[src/mixModePkg.sv]
`default_nettype none

package mixModePkg;

  typedef enum logic {
    mixForward = 1'b0,  // MixColumns
    mixInverse = 1'b1   // InvMixColumns
  } mixMode;

  localparam int ColumnsPerState = 4;
  localparam int ColumnIndexWidth = 2;  // Column index 0 to 3

endpackage

`default_nettype wire

[src/aesTypesPkg.sv]
`default_nettype none

package aesTypesPkg;

  typedef logic [7:0]   aesByte;    // One GF(2^8) element
  typedef logic [31:0]  aesColumn;  // Row 0 in bits 31:24
  typedef logic [127:0] aesState;   // Column 0 in bits 127:96

  // ~~~~~~~~~~~~~~~~~~~~~~~~~~~~~~
  // GF(2^8) arithmetic, polynomial 0x11B
  // ~~~~~~~~~~~~~~~~~~~~~~~~~~~~~~

  function automatic aesByte gfXtime(input aesByte a);
    aesByte shifted;
    shifted = {a[6:0], 1'b0};
    return a[7] ? (shifted ^ 8'h1b) : shifted;  // Reduce on carry out
  endfunction

  // Product with a 4-bit constant, enough for 1,2,3,9,b,d,e
  function automatic aesByte gfMul(input aesByte a, input logic [3:0] k);
    aesByte acc;
    aesByte pow;
    acc = '0;
    pow = a;
    for (int i = 0; i < 4; i++) begin
      if (k[i]) begin
        acc = acc ^ pow;  // Add a * 2^i
      end
      pow = gfXtime(pow);
    end
    return acc;
  endfunction

endpackage

`default_nettype wire
[src/mixColumnsTop.sv]
`timescale 1ns/1ps
`default_nettype none

module mixColumnsTop
  import aesTypesPkg::*, mixModePkg::*;
(
  input  wire logic                   clk,
  input  wire logic                   reset,
  input  wire logic                   colValid,
  input  aesColumn                    colData,
  input  mixMode                      mode,
  output logic                        outValid,
  output aesColumn                    outData,
  output logic [ColumnIndexWidth-1:0] outIndex
);

  logic    stateValid;
  aesState stateData;
  mixMode  stateMode;
  logic    mixedValid;
  aesState mixedData;

  columnCollector collector (
    .clk       (clk),
    .reset     (reset),
    .colValid  (colValid),
    .colData   (colData),
    .mode      (mode),
    .stateValid(stateValid),
    .stateData (stateData),
    .stateMode (stateMode)
  );

  stateMixer mixer (
    .clk       (clk),
    .reset     (reset),
    .stateValid(stateValid),
    .stateData (stateData),
    .stateMode (stateMode),
    .mixedValid(mixedValid),
    .mixedData (mixedData)
  );

  columnSender sender (
    .clk       (clk),
    .reset     (reset),
    .mixedValid(mixedValid),
    .mixedData (mixedData),
    .outValid  (outValid),
    .outData   (outData),
    .outIndex  (outIndex)
  );

endmodule

`default_nettype wire

[src/columnSender.sv]
`timescale 1ns/1ps
`default_nettype none

module columnSender
  import aesTypesPkg::*, mixModePkg::*;
(
  input  wire logic                   clk,
  input  wire logic                   reset,
  input  wire logic                   mixedValid,
  input  aesState                     mixedData,
  output logic                        outValid,
  output aesColumn                    outData,
  output logic [ColumnIndexWidth-1:0] outIndex
);

  aesState                     holdData;   // Columns not yet sent with the next one on top
  logic [ColumnIndexWidth-1:0] beatIndex;  // Index of the next registered beat
  logic                        busy;
  logic                        lastBeat;

  assign lastBeat = beatIndex == ColumnIndexWidth'(ColumnsPerState - 1);

  // ~~~~~~~~~~~~~~~~~~~~~~~~~~~~~~
  // Beat control
  // ~~~~~~~~~~~~~~~~~~~~~~~~~~~~~~

  always_ff @(posedge clk) begin
    if (reset) begin
      busy      <= 1'b0;
      beatIndex <= '0;
    end else if (mixedValid) begin
      busy      <= 1'b1;  // Column 0 goes out now and 1 to 3 follow
      beatIndex <= ColumnIndexWidth'(1);
    end else if (busy) begin
      beatIndex <= beatIndex + 1'b1;
      if (lastBeat) begin
        busy <= 1'b0;
      end
    end
  end

  always_ff @(posedge clk) begin
    if (mixedValid) begin
      holdData <= {mixedData[95:0], 32'h0};  // Column 0 bypasses the register
    end else if (busy) begin
      holdData <= {holdData[95:0], 32'h0};
    end
  end

  // ~~~~~~~~~~~~~~~~~~~~~~~~~~~~~~
  // Output
  // ~~~~~~~~~~~~~~~~~~~~~~~~~~~~~~

  assign outValid = mixedValid || busy;
  assign outIndex = mixedValid ? '0 : beatIndex;
  assign outData  = mixedValid ? mixedData[127:96] : holdData[127:96];

  // Beats after column 0 come on consecutive cycles and count up to column 3
  aNoWrap : assert property (
    @(posedge clk) disable iff (reset)
    (outValid && !mixedValid)
      |-> $past(outValid) && outIndex != '0 && outIndex == $past(outIndex) + 1'b1
  ) else $error("columnSender: outIndex wrapped within a state");

  // Input spacing of four cycles per state keeps loads off running beats
  aLoadWhenFree : assert property (
    @(posedge clk) disable iff (reset)
    mixedValid |-> !busy
  ) else $error("columnSender: new state while columns are still pending");

endmodule

`default_nettype wire

[src/stateMixer.sv]
`timescale 1ns/1ps
`default_nettype none

module stateMixer
  import aesTypesPkg::*, mixModePkg::*;
(
  input  wire logic clk,
  input  wire logic reset,
  input  wire logic stateValid,
  input  aesState   stateData,
  input  mixMode    stateMode,
  output logic      mixedValid,
  output aesState   mixedData
);

  aesState mixedAll;

  // ~~~~~~~~~~~~~~~~~~~~~~~~~~~~~~
  // Four columns in parallel
  // ~~~~~~~~~~~~~~~~~~~~~~~~~~~~~~

  for (genvar j = 0; j < ColumnsPerState; j++) begin : gColumn
    columnMixer mixer (
      .column(stateData[32*(ColumnsPerState - 1 - j) +: 32]),  // Column 0 on top
      .mode  (stateMode),
      .mixed (mixedAll[32*(ColumnsPerState - 1 - j) +: 32])
    );
  end

  // ~~~~~~~~~~~~~~~~~~~~~~~~~~~~~~
  // Output register
  // ~~~~~~~~~~~~~~~~~~~~~~~~~~~~~~

  always_ff @(posedge clk) begin
    if (reset) begin
      mixedValid <= 1'b0;
    end else begin
      mixedValid <= stateValid;  // One cycle through the mixer
    end
  end

  always_ff @(posedge clk) begin
    if (stateValid) begin
      mixedData <= mixedAll;  // Held until the next state
    end
  end

endmodule

`default_nettype wire

[src/columnCollector.sv]
`timescale 1ns/1ps
`default_nettype none

module columnCollector
  import aesTypesPkg::*, mixModePkg::*;
(
  input  wire logic clk,
  input  wire logic reset,
  input  wire logic colValid,
  input  aesColumn  colData,
  input  mixMode    mode,
  output logic      stateValid,
  output aesState   stateData,
  output mixMode    stateMode
);

  logic [ColumnIndexWidth-1:0] colIndex;
  logic lastColumn;

  assign lastColumn = colIndex == ColumnIndexWidth'(ColumnsPerState - 1);

  // ~~~~~~~~~~~~~~~~~~~~~~~~~~~~~~
  // Column count and state strobe
  // ~~~~~~~~~~~~~~~~~~~~~~~~~~~~~~

  always_ff @(posedge clk) begin
    if (reset) begin
      colIndex   <= '0;  // Partial state is dropped
      stateValid <= 1'b0;
    end else begin
      stateValid <= colValid && lastColumn;  // Pulse after fourth column
      if (colValid) begin
        colIndex <= colIndex + 1'b1;  // Wraps to 0 after column 3
      end
    end
  end

  // ~~~~~~~~~~~~~~~~~~~~~~~~~~~~~~
  // State and mode capture
  // ~~~~~~~~~~~~~~~~~~~~~~~~~~~~~~

  always_ff @(posedge clk) begin
    if (colValid) begin
      stateData <= {stateData[95:0], colData};  // First column ends up on top
      if (colIndex == '0) begin
        stateMode <= mode;  // Mode is taken with column 0 only
      end
    end
  end

  // The strobe comes one cycle after column 3, so the count has wrapped
  aIndexAtState : assert property (
    @(posedge clk) disable iff (reset)
    stateValid |-> colIndex == '0
  ) else $error("columnCollector: stateValid with a partial column count");

endmodule

`default_nettype wire

[src/columnMixer.sv]
`timescale 1ns/1ps
`default_nettype none

module columnMixer
  import aesTypesPkg::*, mixModePkg::*;
(
  input  aesColumn column,
  input  mixMode   mode,
  output aesColumn mixed
);

  aesByte     rowIn [4];
  logic [3:0] coef  [4];  // First row of the circulant matrix

  // ~~~~~~~~~~~~~~~~~~~~~~~~~~~~~~
  // Matrix selection
  // ~~~~~~~~~~~~~~~~~~~~~~~~~~~~~~

  always_comb begin
    if (mode == mixInverse) begin
      coef = '{4'he, 4'hb, 4'hd, 4'h9};  // InvMixColumns
    end else begin
      coef = '{4'h2, 4'h3, 4'h1, 4'h1};  // MixColumns
    end
  end

  always_comb begin
    for (int i = 0; i < 4; i++) begin
      rowIn[2'(i)] = column[8*(3 - i) +: 8];  // Row 0 sits in 31:24
    end
  end

  // ~~~~~~~~~~~~~~~~~~~~~~~~~~~~~~
  // Row products
  // ~~~~~~~~~~~~~~~~~~~~~~~~~~~~~~

  // Each row is the row above rotated right by one byte, so row r
  // takes coefficient (c - r) mod 4 for input byte c
  always_comb begin
    aesByte acc;
    mixed = '0;
    for (int r = 0; r < 4; r++) begin
      acc = '0;
      for (int c = 0; c < 4; c++) begin
        acc = acc ^ gfMul(rowIn[2'(c)], coef[2'(c - r)]);
      end
      mixed[8*(3 - r) +: 8] = acc;
    end
  end

endmodule

`default_nettype wire

[config.mk]
export PLATFORM = sky130hd
export DESIGN_NAME = mixColumnsTop
export DESIGN_NICKNAME = d
export VERILOG_FILES = /design/src/mixModePkg.sv /design/src/aesTypesPkg.sv /design/src/mixColumnsTop.sv /design/src/columnSender.sv /design/src/stateMixer.sv /design/src/columnCollector.sv /design/src/columnMixer.sv
export SDC_FILE = /design/constraint.sdc
export NUM_CORES = 1
export LEC_CHECK = 0
export BUFFER_PORTS_ARGS = -buffer_cell sky130_fd_sc_hd__buf_2
export CORE_MARGIN = 2
export CORE_UTILIZATION = 32
export DETAILED_ROUTE_END_ITERATION = 8
export PLACE_DENSITY = 0.84
export SKIP_LAST_GASP = 1
export SYNTH_ARGS = -nofsm -noshare
export SYNTH_HDL_FRONTEND = slang
export SYNTH_SLANG_ARGS = --single-unit
export TNS_END_PERCENT = 20
[constraint.sdc]
create_clock -name clk -period 1.8 [get_ports clk]
set_input_delay 0.36 -clock clk [delete_from_list [all_inputs] [get_ports clk]]
set_output_delay 0.36 -clock clk [all_outputs]
set_load 0.02 [all_outputs]
Word-level counts from Yosys, hierarchy flattened
Cells that the tools add are included.
{"block": "op_classes", "add_sub_neg": 2, "eq_ne": 2, "muxes": 18, "n_bitwise": 1, "reduce_logical": 6}
{"operator": "two-way mux 128 bit", "count": 2}
{"operator": "two-way mux 8 bit", "count": 8}
{"operator": "two-way mux 32 bit", "count": 1}
{"operator": "two-way mux 16 bit", "count": 1}
{"operator": "XOR 8 bit", "count": 1}
{"operator": "two-way mux 1 bit", "count": 5}
{"operator": "adder 2 x 1 -> 2 bit (second input constant)", "count": 2}
{"operator": "equality test 2 bit (second input constant)", "count": 2}
{"operator": "logical NOT 2 bit", "count": 1}
{"operator": "two-way mux 2 bit", "count": 1}
{"operator": "AND reduction 2 bit", "count": 1}
{"operator": "nonzero test 2 bit", "count": 1}
{"operator": "OR reduction 2 bit", "count": 1}
{"operator": "logical AND 1 bit", "count": 1}
{"operator": "logical OR 1 bit", "count": 1}
{"block": "word_totals", "register_bits": 136, "in_bits": 36, "out_inout_bits": 35, "wordCells": 38}

Logic depth before layout (Yosys ltp)
Gate-level depths: netlist of run 1.
{"block": "depth", "depth_word": 6, "mapped_depth": 3, "mapped_depth_nobuf": 3}

Hierarchy
A second synthesis of run 1 with hierarchy kept.
{"block": "hier_totals", "cells_unflattened": 657, "area_unflattened_um2": 13395.3}
{"module": "columnSender", "n_inst": 1, "cells_each": 253, "area_each_um2": 4531.8, "seq_area_each_um2": 2942.8}
{"module": "columnCollector", "n_inst": 1, "cells_each": 142, "area_each_um2": 4010.1, "seq_area_each_um2": 3933.8}
{"module": "stateMixer", "n_inst": 1, "cells_each": 130, "area_each_um2": 3877.5, "seq_area_each_um2": 3863.7}
{"module": "columnMixer", "n_inst": 4, "cells_each": 33, "area_each_um2": 244.0, "seq_area_each_um2": 0.0}

Worst setup path before layout of run 1
No wires, ideal clock.
{"block": "synth_path", "path_kind": "reg-to-output", "from": "register sender.beatIndex[0]", "to": "output outIndex[0]", "t_arrival_ns": 0.685, "t_required_ns": 1.440, "path_slack_ns": 0.755, "path_stages_with_launch": 2, "path_cell_list": "dfxtp_1 -> nor2b_1"}
{"block": "synth_via", "elab_chain_len": 1}
{"item": "from (decl)", "line": "columnSender.sv:17", "text": "logic [ColumnIndexWidth-1:0] beatIndex;"}
{"item": "from (signal assigned)", "line": "columnSender.sv:33", "text": "beatIndex <= ColumnIndexWidth'(1);"}
{"item": "from (signal assigned)", "line": "columnSender.sv:35", "text": "beatIndex <= beatIndex + 1'b1;"}
{"item": "two-way mux 2 bit", "line": "columnSender.sv:55", "text": "assign outIndex = mixedValid ? '0 : beatIndex;"}
{"item": "to (decl)", "line": "mixColumnsTop.sv:14", "text": "output logic [ColumnIndexWidth-1:0] outIndex"}
No other way between the ends.

Worst setup path in the final report of run 1
{"block": "layout_path", "from": "register sender.busy", "to": "output outValid"}
{"block": "layout_via", "elab_chain_len": 1}
{"item": "from (decl)", "line": "columnSender.sv:18", "text": "logic busy;"}
{"item": "from (signal assigned)", "line": "columnSender.sv:29", "text": "busy <= 1'b0;"}
{"item": "from (signal assigned)", "line": "columnSender.sv:32", "text": "busy <= 1'b1;"}
{"item": "from (signal assigned)", "line": "columnSender.sv:37", "text": "busy <= 1'b0;"}
{"item": "logical OR 1 bit", "line": "columnSender.sv:54", "text": "assign outValid = mixedValid || busy;"}
{"item": "to (decl)", "line": "mixColumnsTop.sv:12", "text": "output logic outValid,"}
No other way between the ends.

==> results of run 1 <==
## flip-flops by register name, summed over array words and instances, names as in the netlist
name and flops:
sender.busy 1, mixer.mixedValid 1, sender.beatIndex 2, collector.colIndex 2, collector.stateValid 1
## metrics by stage
stage / setup slack, ns / hold slack [ns]
after floorplan: 0.7550 / 0.4138
after global placement: 0.7436 / 0.4185
after detailed placement: 0.7273 / 0.4321
after CTS: 0.4542 / 0.3440
after global routing: 0.4172 / 0.3533
final: 0.4692 / 0.3518
## cell families (layout without fill, tap and decap cells)
kind of cell	Yosys count	in the layout	share of synthesized area, %
fa+ha+maj	2	2	4.877
flops	7	7	27.32
compound gates	2	2	1.951
buf+inv	33	10	47.56
mux	2	2	3.903
simple gates	9	9	10.25
xor+xnor	2	2	3.415
other cells	1	32	0.7310
## cell usage after synthesis
master    count  area [µm²]
buf_4        32       240.2
dfxtp_1       7       140.1
nor2b_1       3       18.77
a21oi_1       2       10.01
ha_1          2       25.02
mux2i_1       2       20.02
nor2_1        2       7.510
xnor2_1       2       17.52
and3b_1       1       8.760
conb_1        1       3.750
inv_1         1       3.750
nand2b_1      1       6.260
nor3_1        1       5.000
or2_1         1       6.260
## cell usage in the layout, fill, tap and decap left out
cell / count
a21oi_1: 2
and3b_1: 1
buf_2: 5
clkbuf_1: 1
clkbuf_4: 3
conb_1: 32
dfxtp_1: 7
ha_1: 2
inv_1: 1
mux2i_1: 2
nand2b_1: 1
nor2_1: 2
nor2b_1: 3
nor3_1: 1
or2_1: 1
xnor2_1: 2
## area by class of cell
type / count / area [µm²]
inverter: 1 / 3.754
clock buffer: 4 / 26.28
sequential: 7 / 140.1
timing repair buffer: 5 / 25.02
tap: 16 / 20.02
fill: 167 / 1046
multi-input combinational: 49 / 245.2
## layer usage
layer | up-vias | wire (µm) | part of all wire, %
met3 | 0 | 87 | 18
met4 | 0 | 0 | 0
met1 | 108 | 180 | 38
met5 | - | 0 | 0
li1 | 133 | - | -
met2 | 24 | 212 | 44
## path summary, 6_finish.rpt
path / start / end / slack (ns) / depth (start not counted)
max reg2reg: sender.beatIndex[0] / sender.beatIndex[1] / 0.87 / 3
max: sender.busy / outValid / 0.47 / 2
min reg2reg: collector.stateValid / mixer.mixedValid / 0.44 / 1
min: reset / sender.beatIndex[0] / 0.35 / 2
## power breakdown
group | total, mW | internal [mW] | switching, mW
Sequential | 0.164 | 0.160 | 0.00335
Clock | 0.137 | 0.0843 | 0.0530
Combinational | 0.0757 | 0.00881 | 0.0669
Total | 0.377 | 0.254 | 0.123
==> impl_metrics.yaml, run 1 <==
timing:
  rsz0062_at_grt: "false"
  maxSlewViolCount: 0
  final-setup-viol-count: 0
  min_period_ns: 1.331
  fin_crit_sh_pct: 73.93
  hold_violations: 0
  skew_ns: 0.00009656
  max_freq_ghz: 0.7514
  setup_tns_ns: 0
global_route:
  grt_pass1_wl_um: 703
  grt_pass1_vias: 192
  globalRouteMet2Util_pct: 7.353
  antenna_found_initial: 0
  grt_start_max_net_pins: 8
  grt_overflow: 0
  met3_usage_pct: 4.898
  grt_busiest_layer: "met2"
  grt_use_total_pct: 5.508
  grt_use_met1_pct: 5.570
cells_and_area:
  drive_gt1_share_pct: 12.12
  antennaDiodeCount: 0
  finalNetCount: 105
  final_util_pct: 30.56
  design_area_um2: 460.4
  instances_no_fill: 82
  area_growth_pct: -10.24
clock_network:
  insertion_delay_ns: 0.24
  cts_setup_buffers: 0
  cts_root_buf: "clkbuf_4"
  cts_buffer_depth: 2
  clkSinkCount: 7
  postCtsResizedCells: 0
  cts_tree: "built"
  hold_buffers: 0
  clk_pin_slew_ns: 0.05
  cts_made_buffers: 3
  htree_levels: 1
drt:
  drt-total-wl_um: 480
  drc: 0
  num_vias: 265
  viasPerCell: 3.232
  wl_per_cell_um: 5.854
  ant_nets: 0
  dr.pass1.iters: 2
  drt_iter0_markers: 2
floorplanning:
  boundaryPins: 71
  start_util_pct: 34.05
  die_h_um: 44.04
  die_area_um2: 1940
  coreArea_um2: 1506
  fp.dieW_um: 44.04
  rows: 14
critical_path:
  required_ns: 1.44
  slowest_delay_ns: 0.34
  cpMaxStageDelayCell: "dfxtp_1"
  arrival_ns: 0.97
  crit_chain: "or2_1 -> buf_2"
  cpLargestDelayFamily: "flip-flops"
  cp_max_fo: 4
  end_kind: "output pin"
  cp-start-kind: "register"
  crit_buf_inv: 1
  path_class: "register to output pin"
placed_design:
  place.gp.congestion: 0.6625
  dpl_cell_area_um2: 434.2
  dp_cells: 78
  io_buffers: 5
  hpwl_um: 414.8
job:
  cap_violations: 0
power:
  power_density_nw_per_um2: 818.4
  p_leak_nw: 0.2623
  report.power.total_mw: 0.3768
  vdd_drop_max_uv: 395.0
synthesis:
  syn_area_per_cell_um2: 8.845
  seq_area_frac_synth_pct: 27.32
  yosysWarnings: 0
  syn_area_um2: 513.0
  yosys.cell_types.count: 14
  ys_ff_latch: 7
  netlist_instances: 58
run_status:
  status: "complete, no violations"
worst_hold_path:
  hold_class: "input port to register"
No activity file was read; power rests on OpenSTA's default activity.
==> run 2, diff against run 1 <==
--- a/config.mk
+++ b/config.mk
@@ -5,11 +5,12 @@
 export SDC_FILE = /design/constraint.sdc
 export NUM_CORES = 1
 export LEC_CHECK = 0
+export ABC_AREA = 1
 export BUFFER_PORTS_ARGS = -buffer_cell sky130_fd_sc_hd__buf_2
 export CORE_MARGIN = 2
-export CORE_UTILIZATION = 32
+export CORE_UTILIZATION = 30
 export DETAILED_ROUTE_END_ITERATION = 8
-export PLACE_DENSITY = 0.84
+export PLACE_DENSITY = 0.77
 export SKIP_LAST_GASP = 1
 export SYNTH_ARGS = -nofsm -noshare
 export SYNTH_HDL_FRONTEND = slang
==> constraint.sdc (replaced) <==
create_clock -name clk -period 1.39 [get_ports clk]
set_input_delay 0.278 -clock clk [delete_from_list [all_inputs] [get_ports clk]]
set_output_delay 0.278 -clock clk [all_outputs]
set_load 0.02 [all_outputs]
==> impl_metrics.yaml, run 2 <==
run_status:
  status: "complete, no violations"
clock_network:
  postCtsResizedCells: 0
  hold_buffers: 0
  clkSinkCount: 7
  htree_levels: 1
  cts_made_buffers: 3
  insertion_delay_ns: 0.25
  cts_root_buf: "clkbuf_4"
  cts_buffer_depth: 2
  cts_tree: "built"
  clk_pin_slew_ns: 0.05
  cts_setup_buffers: 0
floorplanning:
  rows: 15
  start_util_pct: 31.65
  coreArea_um2: 1708
  fp.dieW_um: 46.45
  die_h_um: 46.45
  die_area_um2: 2157
  boundaryPins: 71
synthesis:
  syn_area_um2: 540.5
  yosysMostFrequentCell: "buf_4"
  yosysTopAreaCell: "buf_4"
  syn_area_per_cell_um2: 7.404
  ys_ff_latch: 7
  ys.flop_type: "dfxtp_1"
  synth.top_cell.area_share_pct: 44.44
  synth_top_cells_by_area: "buf_4 (44%), dfxtp_1 (26%), nor2_1 (6.3%), nand2_1 (5.6%), ha_1 (4.6%)"
  yosys.cell_types.count: 13
  netlist_instances: 73
  synth_edf_count: 0
  yosysWarnings: 0
  synth_async_sr_flop_share_pct: 0
  synth_commonest_cells: "buf_4 (32), nor2_1 (9), nand2_1 (8), dfxtp_1 (7), inv_1 (5)"
  seq_area_frac_synth_pct: 25.93
global_route:
  grt_start_max_net_pins: 6
  globalRouteMet2Util_pct: 9.444
  grt_pass1_vias: 257
  grt_overflow: 0
  met3_usage_pct: 3.529
  grt_busiest_layer: "met2"
  antenna_found_initial: 0
  grt_pass1_wl_um: 966
  grt_use_met1_pct: 7.728
  grt_use_total_pct: 6.789
power:
  power_density_nw_per_um2: 993.5
  p_leak_nw: 0.2840
  vdd_drop_max_uv: 381.9
drt:
  drt_iter0_markers: 2
  dr.pass1.iters: 3
  drc: 0
  viasPerCell: 3.104
  num_vias: 329
  drt-total-wl_um: 597
  ant_nets: 0
  wl_per_cell_um: 5.632
timing:
  fin_crit_sh_pct: 87.10
  rsz0062_at_grt: "false"
  final-setup-viol-count: 0
  skew_ns: 0.001910
  maxSlewViolCount: 0
  hold_violations: 0
  max_freq_ghz: 0.8260
  setup_ws_ns: 0.1793
  setup_tns_ns: 0
  min_period_ns: 1.211
placed_design:
  io_buffers: 5
  place.gp.congestion: 0.7117
  pre_cts_slack_ns: 0.4414
  hpwl_um: 528.3
cells_and_area:
  final_common_cell: "conb_1"
  area_growth_pct: -7.639
  nFillCells: 186
  antennaDiodeCount: 0
  finalNetCount: 120
  reg_top3: "collector.colIndex (2), sender.beatIndex (2)"
  final_cell_mix: "conb_1 (32), nor2_1 (9), nand2_1 (8)"
  drive_gt1_share_pct: 16.05
critical_path:
  crit_buf_inv: 2
  crit_chain: "inv_1 -> nor2_1 -> buf_2"
  slowest_delay_ns: 0.39
  cp-start-kind: "register"
  cp_max_fo: 4
  path_class: "register to output pin"
  required_ns: 1.11
  cpMaxStageDelayCell: "dfxtp_1"
  arrival_ns: 0.93
  reg2reg_setup_slack_ns: 0.52
  cpLargestDelayFamily: "flip-flops"
  end_kind: "output pin"
worst_hold_path:
  hold_class: "input port to register"
job:
  cap_violations: 0
## run 2: final cells by class
type	count	area [µm²]	share of cell area, %
Inverter	8	30.03	6.015
Timing Repair Buffer	5	25.02	5.013
Tap cell	25	31.28	6.266
Multi-Input combinational cell	57	246.5	49.37
Clock buffer	4	26.28	5.263
Sequential cell	7	140.1	28.07
## run 2: where the power goes
| part | total (mW) | leakage [nW] | internal (mW) | switching (mW) |
|---|---|---|---|---|
| registers | 0.212 | 0.0570 | 0.207 | 0.00457 |
| clock network | 0.183 | 0.0150 | 0.109 | 0.0733 |
| logic | 0.101 | 0.212 | 0.0105 | 0.0909 |
| total | 0.496 | 0.284 | 0.327 | 0.169 |
## run 2: final timing paths
check	from	cells past startpoint	endpoint
max	sender.beatIndex[0]	3	outIndex[0]
max reg2reg	collector.colIndex[0]	3	collector.colIndex[1]
min reg2reg	collector.stateValid	2	mixer.mixedValid
min	reset	2	mixer.mixedValid
## run 2: cells by family after synthesis
group	share of synthesized area [%]
flip-flops	25.93
other	0.6938
adder cells (fa/ha/maj)	4.629
buffers and inverters	50.00
AO/OA/AOI/OAI	2.777
AND/OR/NAND/NOR	15.97
## run 2: routing by layer
metal  vias to the layer above  part of all wire (%)
met1                       137                    38
met4                         0                     0
met3                         0                    16
met5                         -                     0
li1                        168                     -
met2                        24                    46
## run 2: metrics by stage
step           util, %  hold WS (ns)  cell area [µm²]  power, mW  std cells
4_1_cts          29.23        0.2416            499.2     0.5046        106
3_5_place_dp     27.69        0.4028            473.0     0.3161        102
6_report         29.23        0.2434            499.2     0.4960        106
2_1_floorplan        -        0.3471            656.9     0.3751        104
5_1_grt          29.23        0.2519            499.2     0.5362        106
3_3_place_gp     27.69        0.3905            473.0     0.3136        102
## run 2: worst register-to-register path, cell delays in order, from the launching register on
cell and delay (ns):
dfxtp_1 0.32, ha_1 0.29, nor2_1 0.10, nor2_1 0.05
==> run 3, diff against run 2 <==
--- a/config.mk
+++ b/config.mk
@@ -11,6 +11,7 @@
 export CORE_UTILIZATION = 30
 export DETAILED_ROUTE_END_ITERATION = 8
 export PLACE_DENSITY = 0.77
+export RECOVER_POWER = 100
 export SKIP_LAST_GASP = 1
 export SYNTH_ARGS = -nofsm -noshare
 export SYNTH_HDL_FRONTEND = slang
==> impl_metrics.yaml, run 3 (synthesis gave the netlist of run 2 again) <==
global_route:
  grt_pass1_vias: 257
  grt_start_max_net_pins: 6
  antenna_found_initial: 0
  grt_use_total_pct: 6.789
  grt_overflow: 0
  grt_pass1_wl_um: 966
job:
  cap_violations: 0
clock_network:
  cts_buffer_depth: 2
  cts_tree: "built"
  postCtsResizedCells: 0
  htree_levels: 1
  insertion_delay_ns: 0.25
  clk_pin_slew_ns: 0.05
  cts_setup_buffers: 0
  hold_buffers: 0
  cts_root_buf: "clkbuf_4"
  cts_made_buffers: 3
  clkSinkCount: 7
critical_path:
  cp-start-kind: "register"
  r2r_end: "sender.beatIndex[1]"
  end_kind: "output pin"
  rr_startpoint: "sender.beatIndex[0]"
  arrival_ns: 0.95
  path_class: "register to output pin"
  reg2reg_setup_slack_ns: 0.52
  cp_max_fo: 4
  required_ns: 1.11
  rr_worst_depth: 3
worst_hold_path:
  hold_path_depth: 2
  worstHoldStart: "reset"
  whs_endpoint: "mixer.mixedValid"
  hold_class: "input port to register"
timing:
  hold_violations: 0
  skew_ns: 0.001910
  maxSlewViolCount: 0
  setup_ws_ns: 0.1660
  min_period_ns: 1.224
  final-setup-viol-count: 0
  whs_ns: 0.2434
  setup_tns_ns: 0
  rsz0062_at_grt: "false"
  max_freq_ghz: 0.8170
  fin_crit_sh_pct: 88.06
power:
  p_sw_mw: 0.1688
  p_clk_share_pct: 36.9
  vdd_drop_max_uv: 381.9
  p_leak_nw: 0.2774
  sw_frac_of_total_pct: 34.03
  power_density_nw_per_um2: 995.9
  internal-power_mw: 0.3272
  p_seq_share_pct: 42.7
  report.power.total_mw: 0.4959
  p_comb_share_pct: 20.4
floorplanning:
  rows: 15
  boundaryPins: 71
  die_area_um2: 2157
  coreArea_um2: 1708
  fp.dieW_um: 46.45
  die_h_um: 46.45
  start_util_pct: 31.65
drt:
  drc: 0
  viasPerCell: 3.104
  num_vias: 329
  ant_nets: 0
  drt_iter0_markers: 3
  drt-total-wl_um: 599
  wl_per_cell_um: 5.651
  dr.pass1.iters: 3
placed_design:
  place.gp.congestion: 0.7117
  hpwl_um: 528.3
  pre_cts_slack_ns: 0.4414
  dp_cells: 102
  dpl_cell_area_um2: 473.0
  io_buffers: 5
cells_and_area:
  design_area_um2: 498.0
  nFillCells: 187
  instances_no_fill: 106
  final_common_cell: "conb_1"
  finalNetCount: 120
  antennaDiodeCount: 0
  area_growth_pct: -7.870
  drive_gt1_share_pct: 13.58
  reg_top3: "collector.colIndex (2), sender.beatIndex (2)"
  final_util_pct: 29.16
  final_cell_mix: "conb_1 (32), nor2_1 (9), nand2_1 (8)"
run_status:
  status: "complete, no violations"
## run 3: changes by cell type in the layout (fill, tap and decap cells not counted)
cell	change
buf_2	-3
clkbuf_1	+1
clkbuf_2	+2
inv_1	+1
inv_2	-1
## run 3: how the worst max path moves through the flow
stage	startpoint	to	slack, ns	depth (start not counted)
global placement	sender.beatIndex[0]	outIndex[0]	0.46	3
finish	sender.beatIndex[0]	outIndex[0]	0.17	3
floorplan	sender.beatIndex[0]	outIndex[0]	0.43	2
detailed placement	sender.beatIndex[0]	outIndex[0]	0.44	3
global route	sender.beatIndex[1]	outIndex[1]	0.07	3
CTS	sender.beatIndex[0]	outIndex[0]	0.16	3
## run 3: per-layer routing
layer	vias up	track usage, %	routed length [µm]
li1	168	-	-
met1	137	7.728	226
met2	24	9.444	277
met3	0	3.529	95
met4	0	5.143	0
met5	-	0	0
## run 3: cell type report
class	instances	area, µm²	share of cell area, %
sequential	7	140.1	28.14
clock buffer	4	26.28	5.276
timing repair buffer	5	23.77	4.774
inverter	8	30.03	6.030
multi-input combinational	57	246.5	49.50
tap	25	31.28	6.281
## run 3: worst max-delay path, stage by stage (launching register included)
cell      delay [ns]
dfxtp_1         0.39
inv_1           0.06
nor2_1          0.08
clkbuf_2        0.17
## run 3: power groups by stage
stage          clock, mW  combinational [mW]  sequential [mW]
2_1_floorplan          0               0.160            0.215
3_3_place_gp           0              0.0985            0.215
3_5_place_dp           0               0.100            0.216
4_1_cts            0.193               0.100            0.212
5_1_grt            0.210               0.114            0.212
6_report           0.183               0.101            0.212
